$ cat src/trig_pkg.sv
// shared widths, depths and record layout for the ttc trigger block, referenced as trig_pkg::name
package trig_pkg;

    // ----------------------------------------
    // trigger fields
    // ----------------------------------------
    localparam int TRIG_NUM_W  = 24;  // global trigger number
    localparam int TRIG_TYPE_W = 5;   // muon fill, laser, pedestal, ...
    localparam int TIMESTAMP_W = 44;  // free-running 40 MHz count

    localparam int N_CHAN  = 5;       // channel fpgas on the board
    localparam int DELAY_W = 8;       // trigger delay setting, in ttc_clk cycles

    // ----------------------------------------
    // event record layout
    // ----------------------------------------
    // number in the low bits, type above it, timestamp on top
    localparam int ACQ_REC_W    = TRIG_NUM_W + TRIG_TYPE_W + TIMESTAMP_W;  // 73
    localparam int REC_NUM_LSB  = 0;
    localparam int REC_TYPE_LSB = REC_NUM_LSB + TRIG_NUM_W;   // 24
    localparam int REC_TS_LSB   = REC_TYPE_LSB + TRIG_TYPE_W; // 29

    // ----------------------------------------
    // acquisition event fifo
    // ----------------------------------------
    localparam int ACQ_FIFO_DEPTH = 16;                      // power of two, pointers wrap
    localparam int ACQ_FIFO_AFULL = 14;                      // almost-full threshold
    localparam int ACQ_FIFO_PTR_W = $clog2(ACQ_FIFO_DEPTH);
    localparam int ACQ_FIFO_CNT_W = ACQ_FIFO_PTR_W + 1;      // counts 0 .. DEPTH

    // acquisition controller fsm codes
    localparam int CAC_STATE_W = 3;
    localparam logic [CAC_STATE_W-1:0] CAC_IDLE  = 3'd0;  // waiting for an event
    localparam logic [CAC_STATE_W-1:0] CAC_DELAY = 3'd1;  // counting down trig_delay
    localparam logic [CAC_STATE_W-1:0] CAC_TRIG  = 3'd2;  // chan_trig out for one cycle
    localparam logic [CAC_STATE_W-1:0] CAC_WAIT  = 3'd3;  // waiting on chan_dones
    localparam logic [CAC_STATE_W-1:0] CAC_STORE = 3'd4;  // offering the record to the fifo

endpackage

$ cat src/trig_event_if.sv
// one accepted ttc trigger passed from the trigger receiver (src) to the acquisition controller (dst)
interface trig_event_if;

    logic                             valid;      // one-cycle pulse per accepted trigger
    logic [trig_pkg::TRIG_NUM_W-1:0]  trig_num;   // starts at 1
    logic [trig_pkg::TRIG_TYPE_W-1:0] trig_type;
    logic [trig_pkg::TIMESTAMP_W-1:0] timestamp;  // counter value in the trigger cycle
    logic                             acq_ready;  // controller idle

    // receiver side
    modport src (
        output valid,
        output trig_num,
        output trig_type,
        output timestamp,
        input  acq_ready
    );

    // acquisition controller side
    modport dst (
        input  valid,
        input  trig_num,
        input  trig_type,
        input  timestamp,
        output acq_ready
    );

endinterface

$ cat src/ttc_trigger_receiver.sv
// accepts ttc triggers when the acquisition controller is ready and hands them on numbered and timestamped
module ttc_trigger_receiver (
    input  logic ttc_clk,                  // 40 MHz
    input  logic rst_n,
    input  logic rst_trigger_num,          // ttc channel b
    input  logic rst_trigger_timestamp,    // ttc channel b
    input  logic ttc_trigger,
    input  logic [trig_pkg::TRIG_TYPE_W-1:0] trig_type,
    trig_event_if.src ev,
    output logic error_trig_rate           // sticky
);

    logic [trig_pkg::TIMESTAMP_W-1:0] ts_cnt;    // free-running timestamp
    logic [trig_pkg::TRIG_NUM_W-1:0]  trig_cnt;  // number of the last accepted trigger
    logic                             accept;
    logic                             drop;

    // the controller only drops acq_ready the cycle after valid,
    // so the cycle carrying valid is blocked here as well
    assign accept = ttc_trigger & ev.acq_ready & ~ev.valid;
    assign drop   = ttc_trigger & ~accept;   // trigger while busy

    // ----------------------------------------
    // counters
    // ----------------------------------------
    always_ff @(posedge ttc_clk) begin
        if (!rst_n) begin
            ts_cnt   <= '0;
            trig_cnt <= '0;
        end else begin
            if (rst_trigger_timestamp)
                ts_cnt <= '0;
            else
                ts_cnt <= ts_cnt + 1'b1;   // every cycle

            if (rst_trigger_num)
                trig_cnt <= '0;            // next trigger gets number 1
            else if (accept)
                trig_cnt <= trig_cnt + 1'b1;
        end
    end

    // ----------------------------------------
    // event out and rate error
    // ----------------------------------------
    always_ff @(posedge ttc_clk) begin
        if (!rst_n) begin
            ev.valid        <= 1'b0;
            error_trig_rate <= 1'b0;
        end else begin
            ev.valid <= accept;            // one cycle after the trigger
            if (drop)
                error_trig_rate <= 1'b1;   // held until reset
        end
    end

    // event fields, sampled in the trigger cycle
    always_ff @(posedge ttc_clk) begin
        if (accept) begin
            ev.trig_num  <= trig_cnt + 1'b1;
            ev.trig_type <= trig_type;
            ev.timestamp <= ts_cnt;
        end
    end

endmodule

$ cat src/channel_acq_controller.sv
// delays each trigger, fires the enabled channels, waits for their dones and stores the event record
module channel_acq_controller (
    input  logic ttc_clk,
    input  logic rst_n,
    input  logic [trig_pkg::N_CHAN-1:0]  chan_en,      // channels that take part
    input  logic [trig_pkg::DELAY_W-1:0] trig_delay,   // extra cycles before chan_trig
    trig_event_if.dst ev,
    input  logic [trig_pkg::N_CHAN-1:0]  chan_dones,
    output logic [trig_pkg::N_CHAN-1:0]  chan_enable,
    output logic [trig_pkg::N_CHAN-1:0]  chan_trig,
    output logic rec_valid,                            // to the event fifo
    input  logic rec_ready,
    output logic [trig_pkg::ACQ_REC_W-1:0] rec_data
);

    logic [trig_pkg::CAC_STATE_W-1:0] state;
    logic [trig_pkg::DELAY_W-1:0]     delay_cnt;   // counts down to 1
    logic [trig_pkg::N_CHAN-1:0]      en_mask;     // chan_en at event time
    logic [trig_pkg::TRIG_NUM_W-1:0]  num_q;
    logic [trig_pkg::TRIG_TYPE_W-1:0] type_q;
    logic [trig_pkg::TIMESTAMP_W-1:0] ts_q;
    logic                             dones_ok;

    assign dones_ok = ((chan_dones & en_mask) == en_mask);   // all enabled channels done

    // ----------------------------------------
    // fsm
    // ----------------------------------------
    always_ff @(posedge ttc_clk) begin
        if (!rst_n) begin
            state     <= trig_pkg::CAC_IDLE;
            delay_cnt <= '0;
        end else begin
            case (state)
                trig_pkg::CAC_IDLE: begin
                    if (ev.valid) begin
                        delay_cnt <= trig_delay;
                        // zero delay goes straight to the trigger cycle
                        state <= (trig_delay == '0) ? trig_pkg::CAC_TRIG : trig_pkg::CAC_DELAY;
                    end
                end
                trig_pkg::CAC_DELAY: begin
                    delay_cnt <= delay_cnt - 1'b1;
                    if (delay_cnt == trig_pkg::DELAY_W'(1))
                        state <= trig_pkg::CAC_TRIG;
                end
                trig_pkg::CAC_TRIG: begin
                    // nothing enabled, nothing to wait for
                    state <= (en_mask == '0) ? trig_pkg::CAC_STORE : trig_pkg::CAC_WAIT;
                end
                trig_pkg::CAC_WAIT: begin
                    if (dones_ok)
                        state <= trig_pkg::CAC_STORE;
                end
                trig_pkg::CAC_STORE: begin
                    if (rec_ready)
                        state <= trig_pkg::CAC_IDLE;   // record taken by the fifo
                end
                default: state <= trig_pkg::CAC_IDLE;
            endcase
        end
    end

    // event fields and channel mask, captured with the event
    always_ff @(posedge ttc_clk) begin
        if (state == trig_pkg::CAC_IDLE && ev.valid) begin
            en_mask <= chan_en;
            num_q   <= ev.trig_num;
            type_q  <= ev.trig_type;
            ts_q    <= ev.timestamp;
        end
    end

    // ----------------------------------------
    // outputs
    // ----------------------------------------
    assign ev.acq_ready = (state == trig_pkg::CAC_IDLE);
    assign chan_trig    = (state == trig_pkg::CAC_TRIG) ? en_mask : '0;
    assign chan_enable  = (state == trig_pkg::CAC_DELAY ||
                           state == trig_pkg::CAC_TRIG  ||
                           state == trig_pkg::CAC_WAIT) ? en_mask : '0;
    assign rec_valid    = (state == trig_pkg::CAC_STORE);   // held until rec_ready

    // record packing, stable while rec_valid is up
    always_comb begin
        rec_data = '0;
        rec_data[trig_pkg::REC_NUM_LSB  +: trig_pkg::TRIG_NUM_W]  = num_q;
        rec_data[trig_pkg::REC_TYPE_LSB +: trig_pkg::TRIG_TYPE_W] = type_q;
        rec_data[trig_pkg::REC_TS_LSB   +: trig_pkg::TIMESTAMP_W] = ts_q;
    end

endmodule

$ cat src/acq_event_fifo.sv
// first-word-fall-through fifo of event records between the acquisition controller and the trigger processor
module acq_event_fifo (
    input  logic ttc_clk,
    input  logic rst_n,
    input  logic in_valid,                               // write side
    output logic in_ready,
    input  logic [trig_pkg::ACQ_REC_W-1:0] in_data,
    output logic out_valid,                              // read side
    input  logic out_ready,
    output logic [trig_pkg::ACQ_REC_W-1:0] out_data,
    output logic almost_full
);

    logic [trig_pkg::ACQ_REC_W-1:0]      mem [trig_pkg::ACQ_FIFO_DEPTH];
    logic [trig_pkg::ACQ_FIFO_PTR_W-1:0] wr_ptr;
    logic [trig_pkg::ACQ_FIFO_PTR_W-1:0] rd_ptr;
    logic [trig_pkg::ACQ_FIFO_CNT_W-1:0] count;    // occupancy
    logic                                push;
    logic                                pop;

    assign push = in_valid & in_ready;
    assign pop  = out_valid & out_ready;

    // ----------------------------------------
    // pointers and occupancy
    // ----------------------------------------
    always_ff @(posedge ttc_clk) begin
        if (!rst_n) begin
            wr_ptr <= '0;
            rd_ptr <= '0;
            count  <= '0;
        end else begin
            if (push)
                wr_ptr <= wr_ptr + 1'b1;   // wraps at depth
            if (pop)
                rd_ptr <= rd_ptr + 1'b1;
            case ({push, pop})
                2'b10:   count <= count + 1'b1;
                2'b01:   count <= count - 1'b1;
                default: count <= count;     // none, or both at once
            endcase
        end
    end

    // storage
    always_ff @(posedge ttc_clk) begin
        if (push)
            mem[wr_ptr] <= in_data;
    end

    // head word always on the output
    assign out_data    = mem[rd_ptr];
    assign out_valid   = (count != '0);
    assign in_ready    = ~count[trig_pkg::ACQ_FIFO_PTR_W];   // msb set only when full
    assign almost_full = (count >= trig_pkg::ACQ_FIFO_CNT_W'(trig_pkg::ACQ_FIFO_AFULL));

endmodule

$ cat src/trigger_processor.sv
// pops event records and requests a readout from the command manager for each one
module trigger_processor (
    input  logic ttc_clk,
    input  logic rst_n,
    input  logic rec_valid,                           // from the event fifo
    output logic rec_ready,
    input  logic [trig_pkg::ACQ_REC_W-1:0] rec_data,
    input  logic readout_ready,                       // command manager idle
    input  logic readout_done,                        // one-cycle pulse
    output logic initiate_readout,
    output logic [trig_pkg::TRIG_NUM_W-1:0]  ttc_trig_num,
    output logic [trig_pkg::TRIG_TYPE_W-1:0] ttc_trig_type,
    output logic [trig_pkg::TIMESTAMP_W-1:0] ttc_trig_timestamp
);

    logic busy;   // 0 idle, 1 readout in progress
    logic pop;

    // pop only when idle and the command manager can take it
    assign rec_ready = ~busy & readout_ready;
    assign pop       = rec_valid & rec_ready;

    // ----------------------------------------
    // control
    // ----------------------------------------
    always_ff @(posedge ttc_clk) begin
        if (!rst_n) begin
            busy             <= 1'b0;
            initiate_readout <= 1'b0;
        end else begin
            initiate_readout <= pop;       // one cycle, the cycle after the pop
            if (pop)
                busy <= 1'b1;
            else if (busy && readout_done)
                busy <= 1'b0;              // free to pop next cycle
        end
    end

    // unpack the record, values held until the next pop
    always_ff @(posedge ttc_clk) begin
        if (pop) begin
            ttc_trig_num       <= rec_data[trig_pkg::REC_NUM_LSB  +: trig_pkg::TRIG_NUM_W];
            ttc_trig_type      <= rec_data[trig_pkg::REC_TYPE_LSB +: trig_pkg::TRIG_TYPE_W];
            ttc_trig_timestamp <= rec_data[trig_pkg::REC_TS_LSB   +: trig_pkg::TIMESTAMP_W];
        end
    end

endmodule

$ cat src/trigger_top.sv
// ttc-side trigger block top, connects receiver, acquisition controller, event fifo and trigger processor
module trigger_top (
    input  logic ttc_clk,                                    // 40 MHz
    input  logic rst_n,
    input  logic rst_trigger_num,                            // from ttc channel b
    input  logic rst_trigger_timestamp,                      // from ttc channel b
    input  logic ttc_trigger,
    input  logic [trig_pkg::TRIG_TYPE_W-1:0] trig_type,
    input  logic [trig_pkg::N_CHAN-1:0]      chan_en,
    input  logic [trig_pkg::DELAY_W-1:0]     trig_delay,
    input  logic [trig_pkg::N_CHAN-1:0]      chan_dones,
    output logic [trig_pkg::N_CHAN-1:0]      chan_enable,
    output logic [trig_pkg::N_CHAN-1:0]      chan_trig,
    input  logic readout_ready,                              // command manager idle
    input  logic readout_done,
    output logic initiate_readout,
    output logic [trig_pkg::TRIG_NUM_W-1:0]  ttc_trig_num,
    output logic [trig_pkg::TRIG_TYPE_W-1:0] ttc_trig_type,
    output logic [trig_pkg::TIMESTAMP_W-1:0] ttc_trig_timestamp,
    output logic acq_fifo_full,                              // almost full
    output logic error_trig_rate
);

    // ----------------------------------------
    // internal links
    // ----------------------------------------
    trig_event_if ev_if ();   // receiver to controller

    // controller to fifo
    logic                           s_acq_valid;
    logic                           s_acq_ready;
    logic [trig_pkg::ACQ_REC_W-1:0] s_acq_data;

    // fifo to processor
    logic                           m_acq_valid;
    logic                           m_acq_ready;
    logic [trig_pkg::ACQ_REC_W-1:0] m_acq_data;

    // ----------------------------------------
    // stages
    // ----------------------------------------
    ttc_trigger_receiver ttc_trigger_receiver (
        .ttc_clk(ttc_clk),
        .rst_n(rst_n),
        .rst_trigger_num(rst_trigger_num),
        .rst_trigger_timestamp(rst_trigger_timestamp),
        .ttc_trigger(ttc_trigger),
        .trig_type(trig_type),
        .ev(ev_if.src),
        .error_trig_rate(error_trig_rate)
    );

    channel_acq_controller channel_acq_controller (
        .ttc_clk(ttc_clk),
        .rst_n(rst_n),
        .chan_en(chan_en),
        .trig_delay(trig_delay),
        .ev(ev_if.dst),
        .chan_dones(chan_dones),
        .chan_enable(chan_enable),
        .chan_trig(chan_trig),
        .rec_valid(s_acq_valid),
        .rec_ready(s_acq_ready),
        .rec_data(s_acq_data)
    );

    acq_event_fifo acq_event_fifo (
        .ttc_clk(ttc_clk),
        .rst_n(rst_n),
        .in_valid(s_acq_valid),
        .in_ready(s_acq_ready),
        .in_data(s_acq_data),
        .out_valid(m_acq_valid),
        .out_ready(m_acq_ready),
        .out_data(m_acq_data),
        .almost_full(acq_fifo_full)
    );

    trigger_processor trigger_processor (
        .ttc_clk(ttc_clk),
        .rst_n(rst_n),
        .rec_valid(m_acq_valid),
        .rec_ready(m_acq_ready),
        .rec_data(m_acq_data),
        .readout_ready(readout_ready),
        .readout_done(readout_done),
        .initiate_readout(initiate_readout),
        .ttc_trig_num(ttc_trig_num),
        .ttc_trig_type(ttc_trig_type),
        .ttc_trig_timestamp(ttc_trig_timestamp)
    );

endmodule

$ cat config.mk
export PLATFORM = sky130hd
export DESIGN_NAME = trigger_top
export DESIGN_NICKNAME = d
export VERILOG_FILES = /design/src/trig_pkg.sv /design/src/trig_event_if.sv /design/src/ttc_trigger_receiver.sv /design/src/channel_acq_controller.sv /design/src/acq_event_fifo.sv /design/src/trigger_processor.sv /design/src/trigger_top.sv
export SDC_FILE = /design/constraint.sdc
export NUM_CORES = 1
export LEC_CHECK = 0
export BUFFER_PORTS_ARGS = -buffer_cell sky130_fd_sc_hd__buf_2
export CORE_ASPECT_RATIO = 1.1
export CORE_MARGIN = 2
export CORE_UTILIZATION = 23
export DETAILED_ROUTE_END_ITERATION = 10
export GPL_ROUTABILITY_DRIVEN = 0
export PLACE_DENSITY_LB_ADDON = 0.12
export SYNTH_ARGS = -nofsm -noshare
export SYNTH_HDL_FRONTEND = slang
export SYNTH_SLANG_ARGS = --single-unit
$ cat constraint.sdc
create_clock -name ttc_clk -period 10.8 [get_ports ttc_clk]
set_input_delay 2.16 -clock ttc_clk [delete_from_list [all_inputs] [get_ports ttc_clk]]
set_output_delay 2.16 -clock ttc_clk [all_outputs]
set_load 0.01 [all_outputs]
==> Word level (Yosys, flattened, before mapping) <==
Memories as Yosys holds them, arrays and structs flattened. A register that Yosys moved wholly into a read port is not among the register bits.
Index checks and enable logic that the tools add are counted.
{ "op_classes": {"n_addsub": 7, "n_lt_le_gt_ge": 1, "eq_ne": 12, "mux": 16, "n_bitwise": 12, "n_reduce_logical": 15} }
{ "op_table": {"columns": ["operator", "count"], "rows": [
  ["$add A44 B1 Y44 const B", 1],
  ["$add A24 B1 Y24 const B", 1],
  ["$pmux W8 S2", 1],
  ["$mux W3", 5],
  ["$pmux W3 S5", 1],
  ["$mux W5", 2],
  ["$pmux W5 S2", 1],
  ["$add A4 B1 Y4 const B", 2],
  ["$eq A8 B1 Y1 const B", 1],
  ["$logic_not A8 Y1", 1],
  ["$mux W8", 1],
  ["$sub A8 B1 Y8 const B", 1],
  ["$and A1 B1 Y1", 6],
  ["$eq A3 B2 Y1 const B", 2],
  ["$ne A2 B1 Y1 const B", 3],
  ["$reduce_bool A2 Y1", 3],
  ["$add A5 B1 Y5 const B", 1],
  ["$and A5 B5 Y5", 1],
  ["$eq A5 B5 Y1", 1],
  ["$ge A5 B4 Y1 const B", 1],
  ["$logic_not A5 Y1", 1],
  ["$not A1 Y1", 5],
  ["$reduce_bool A5 Y1", 1],
  ["$sub A5 B1 Y5 const B", 1],
  ["13 further kinds", 19]
]} }
{ "totals": {"ff_bits": 247, "ram_bits": 1168, "in_bits": 30, "output_inout_bits": 86, "elab_cells": 82, "n_memories": 1} }
{ "memory_table": {"columns": ["memory", "words", "word_bits", "read_ports", "rd_clocked_by_memory_dff", "wr", "line_no", "source"], "rows": [
  ["acq_event_fifo.mem", 16, 73, 1, 1, 1, "acq_event_fifo.sv:14", "logic [trig_pkg::ACQ_REC_W-1:0] mem [trig_pkg::ACQ_FIFO_DEPTH];"]
]} }

==> Longest topological paths before layout <==
{ "logic_depth": {"ltp_word": 5, "mapped_depth": 11, "ltp_nobuf": 11} }

==> By module <==
Synthesis repeated with hierarchy kept, for this count alone.
{ "hier_totals": {"hier_cells": 2545, "hier_area_um2": 56128.8} }
{ "by_module_without_submodules": {"columns": ["module", "n_inst", "cells_each", "area_per_inst_um2", "seq_area_each_um2"], "rows": [
  ["acq_event_fifo", 1, 1733, 44722.9, 35414.0],
  ["ttc_trigger_receiver", 1, 549, 5989.5, 3593.4],
  ["channel_acq_controller", 1, 183, 3145.5, 2562.5],
  ["trigger_processor", 1, 80, 2270.9, 2232.1]
]} }

==> Least setup slack after synthesis <==
Ideal clock, no wire load.
{ "synth_timing": {"kind": "input port to flip-flop", "from": "input readout_ready", "to": "register acq_event_fifo.count[4] (netlist bit)", "setup_ns": 0.118, "t_arrival_ns": 8.149, "required_time_ns": 10.682, "slack_ns": 2.533, "path_stages": 10, "path_buffers": 0, "path_cell_list": "nand2b_1 > a21oi_1 > ha_1 > inv_1 > fa_1 > nor2b_1 > o21ai_0 > nand3_1 > or3b_2 > mux2i_1"} }
{ "synth_between": {"elab_chain_len": 4, "word_cells_on_any_way": 6, "classes_between": "eq/ne: 2; mux: 1; bitwise: 2; reduce/logical: 1"} }
{ "synth_lines": {"columns": ["element", "line_no", "source"], "rows": [
  ["start: declaration", "trigger_top.sv:14", "input logic readout_ready,"],
  ["$and A1 B1 Y1 *", "trigger_processor.sv:20", "assign rec_ready = ~busy & readout_ready;"],
  ["$and A1 B1 Y1 *", "acq_event_fifo.sv:22", "assign pop = out_valid & out_ready;"],
  ["named net acq_event_fifo.pop", "acq_event_fifo.sv:19", "logic pop;"],
  ["$eq A2 B1 Y1 / $eq A2 B2 Y1 (equally long branches)", "acq_event_fifo.sv:37", "case ({push, pop})"],
  ["$pmux W5 S2 / $reduce_bool A2 Y1 (equally long branches)", null, null],
  ["end signal: assignment", "acq_event_fifo.sv:38", "2'b10: count <= count + 1'b1;"],
  ["end signal: assignment", "acq_event_fifo.sv:39", "2'b01: count <= count - 1'b1;"],
  ["end signal: assignment", "acq_event_fifo.sv:40", "default: count <= count;"],
  ["end: declaration", "acq_event_fifo.sv:17", "logic [trig_pkg::ACQ_FIFO_CNT_W-1:0] count;"]
]} }
The timed path passes the listed nets; every way through them passes the cells marked *.
A chain may end at the register's enable or synchronous reset.

==> Final worst setup path <==
{ "layout_timing": {"from": "register channel_acq_controller.state[1] (netlist bit)", "to": "output chan_trig[1] (netlist bit)"} }
{ "layout_between": {"elab_chain_len": 2} }
{ "layout_lines": {"columns": ["element", "line_no", "source"], "rows": [
  ["start: declaration", "channel_acq_controller.sv:16", "logic [trig_pkg::CAC_STATE_W-1:0] state;"],
  ["start signal: assignment", "channel_acq_controller.sv:31", "state <= trig_pkg::CAC_IDLE;"],
  ["start signal: assignment", "channel_acq_controller.sv:39", "state <= (trig_delay == '0) ? trig_pkg::CAC_TRIG : trig_pkg::CAC_DELAY;"],
  ["start signal: assignment", "channel_acq_controller.sv:45", "state <= trig_pkg::CAC_TRIG;"],
  ["$eq A3 B2 Y1", "channel_acq_controller.sv:78", "assign chan_trig = (state == trig_pkg::CAC_TRIG) ? en_mask : '0;"],
  ["$mux W5", "channel_acq_controller.sv:78", null],
  ["end: declaration", "trigger_top.sv:13", "output logic [trig_pkg::N_CHAN-1:0] chan_trig,"]
]} }
No other way between the ends.

==> impl_metrics.ini <==
[run_status]
status = finished clean

[die]
start_util_pct = 23.07
fp-row-count = 189
core_um2 = 240500
io_pins = 116
chipWidth_um = 472.3
dieHeight_um = 519.2
dieArea_um2 = 245200

[drt]
dr.first_iter.drc_count = 1742
via_count = 25530
wl_per_cell_um = 25.11
ant_nets = 0
routed_via_density = 4.259
first_pass_iters = 5
wl_um = 150500
drc = 0

[critical_path]
worstPathRequired_ns = 8.64
crit_path_start_kind = register
r2r-end = trigger_processor.ttc_trig_timestamp[14]
crit_fanout = 10
crit_path_end_kind = output pin
cp.arrival_ns = 2.25
reg2reg_depth = 4
crit_type = register to output pin
reg2reg_slack_ns = 6.96
regToRegStartpoint = acq_event_fifo.rd_ptr[0]

[synth]
async_reset_ff_share_pct = 0
syn_avg_cell_area_um2 = 22.43
syn-cell-area_um2 = 55490
yosysTopAreaCell = edfxtp_1
synthCells = 2474
netlist.area_leader.share_pct = 75.33
yosys_warnings = 0
synth_edf_count = 1392
yosysSeqAreaShare_pct = 78.79
synth-main-ff-cell = edfxtp_1
syn_nets = 2518
synth_cell_types = 54
synthTopCellsByCount = edfxtp_1, mux4_2, nor2_1, dfxtp_1, clkbuf_1
synth.most_common_cell = edfxtp_1
synth_seq_cells = 1488
ys_top_cells_by_area = edfxtp_1, mux4_2, dfxtp_1

[grt]
grt_pass1_wl_um = 213000
grt_pass1_vias = 27810
grt_max_degree = 92
grt_antenna_before_repair = 12
overflow = 0
grtUsageTotal_pct = 12.27

[pwr]
cellLeakagePower_uw = 0.01950
pwr-share-seq_pct = 54.7
vdd_drop_max_mv = 0.1350
switching_share_pct = 21.99
power_frac_comb_pct = 2.4
switchingPower_uw = 2737
power_density_nw_per_um2 = 190.7
total_power_uw = 12450
clkPwrFrac_pct = 42.9
power.internal_uw = 9710

[sta]
fmax_mhz = 226.8
max_slew.worst_pin.slew_ns = 1.119
setup_tns_ns = 0
slew-limit-headroom_pct = 25.02
fin_crit_ns = 4.408
hold_viol = 0
finClkSkew_ns = 0.02563
final.setup.worst_slack_ns = 6.392
min_period_over_period_pct = 40.82
slew_viol_final = 0
fin_hold_ws_ns = 0.4146
rsz0062_at_grt = no
setup_violations = 0

[clock_tree]
numCtsBuffers = 164
cts.path.max_buffers = 3
clk_latency_ns = 0.81
clockRootBuffer = clkbuf_16
cts.clk_slew.worst_paths_ns = 0.06
cts_tree = yes
cts_resized = 0
postCtsHoldBufs = 0
htreeDepth = 4
cts_setup_buffers = 0
cts_sinks = 1488

[min_path]
hold_class = register to register
min_to = channel_acq_controller.num_q[2]
hold_depth = 0
min-delay-start = ttc_trigger_receiver.ev.trig_num[2]

[placed_design]
hpwl_um = 78360
io_buffers = 115
dp_slack_ns = 6.221
dp_cells = 5697

[layout]
areaGrowthSynthToFinish_pct = 17.64
drive_gt1_share_pct = 28.46
fin_nets = 2756
stdcell_count = 5993

[flow_run]
maxCapViolations = 0
[worst max-delay path, stage by stage (launching register included)]
cell	delay, ns
dfxtp_1	0.53
nor3b_1	0.56
and2_1	0.23
buf_2	0.13
[power by group through the flow]
stage	logic [uW]	registers, uW	clock network, uW
3_3_place_gp	301	6910	0
2_1_floorplan	195	6820	0
6_report	302	6800	5340
5_1_grt	334	6840	5730
3_5_place_dp	314	6930	0
4_1_cts	316	6810	5540
[kinds of logic (layout without fill, tap and decap cells)]
family,after synthesis,in the layout,share of synthesized area [%]
AO/OA/AOI/OAI,70,70,0.7960
XOR/XNOR,77,77,1.215
adder cells (fa/ha/maj),14,14,0.3292
buffers and inverters,133,498,0.9741
flip-flops,1488,1488,78.79
multiplexers,371,371,14.92
other,0,3,0
AND/OR/NAND/NOR,321,321,2.967
[placed cells by master, fill, tap and decap left out, types with 28 or more instances in the layout]
| cell type | Yosys | routed |
|---|---|---|
| buf_4 | 0 | 61 |
| clkbuf_16 | 0 | 170 |
| clkbuf_1 | 64 | 45 |
| nor2_1 | 113 | 101 |
| xnor2_1 | 29 | 29 |
| edfxtp_1 | 1392 | 1392 |
| nand2_1 | 55 | 55 |
| mux4_2 | 365 | 365 |
| nand3_1 | 34 | 34 |
| xor2_1 | 48 | 48 |
| dfxtp_1 | 96 | 92 |
| buf_2 | 33 | 115 |
| clkinv_2 | 0 | 28 |
[flip-flops by register name, indices dropped and copies added (netlist names), 3 cells and up]
signal and flops:
trigger_processor.ttc_trig_timestamp 44, ttc_trigger_receiver.ev.timestamp 44, acq_event_fifo.wr_ptr 4, ttc_trigger_receiver.ev.trig_num 24
acq_event_fifo.count 5, trigger_processor.ttc_trig_type 5, channel_acq_controller.delay_cnt 8, ttc_trigger_receiver.ts_cnt 44
channel_acq_controller.ts_q 44, channel_acq_controller.state 3, ttc_trigger_receiver.trig_cnt 24, channel_acq_controller.en_mask 5
acq_event_fifo.mem 1168, acq_event_fifo.rd_ptr 4, channel_acq_controller.type_q 5, ttc_trigger_receiver.ev.trig_type 5
trigger_processor.ttc_trig_num 24, channel_acq_controller.num_q 24
[worst max-delay path by stage]
stage / from / to
after global routing: channel_acq_controller.state[1] / chan_trig[2]
after global placement: readout_ready / trigger_processor.ttc_trig_type[4]
final: channel_acq_controller.state[1] / chan_trig[1]
after detailed placement: readout_ready / trigger_processor.ttc_trig_timestamp[6]
after floorplan: readout_ready / acq_event_fifo.count[4]
after CTS: channel_acq_controller.state[1] / chan_trig[1]
[per-layer routing]
metal	wire [um]	track usage, %	part of all wire, %	up-vias
met2	76660	21.24	51	505
met5	27	0	0.018	-
met1	65130	15.71	43	14000
met3	5334	2.055	3.5	212
li1	-	-	-	10800
met4	3313	3.513	2.2	4
[metrics by stage]
step / util (%) / instance area (um2)
2_1_floorplan: - / 55490
3_3_place_gp: 25.04 / 60230
3_5_place_dp: 25.04 / 60230
4_1_cts: 27.14 / 65270
5_1_grt: 27.14 / 65270
6_report: 27.14 / 65280
[area by class of cell]
class / instances / area (um2)
clock buffer: 220 / 4492
timing repair buffer: 179 / 1094
fill: 23570 / 175200
inverter: 26 / 102.6
sequential: 1488 / 43740
tap: 3151 / 3943
antenna: 3 / 7.507
clock inverter: 73 / 550.5
multi-input combinational: 853 / 11350
No activity file was read; power rests on OpenSTA's default activity.
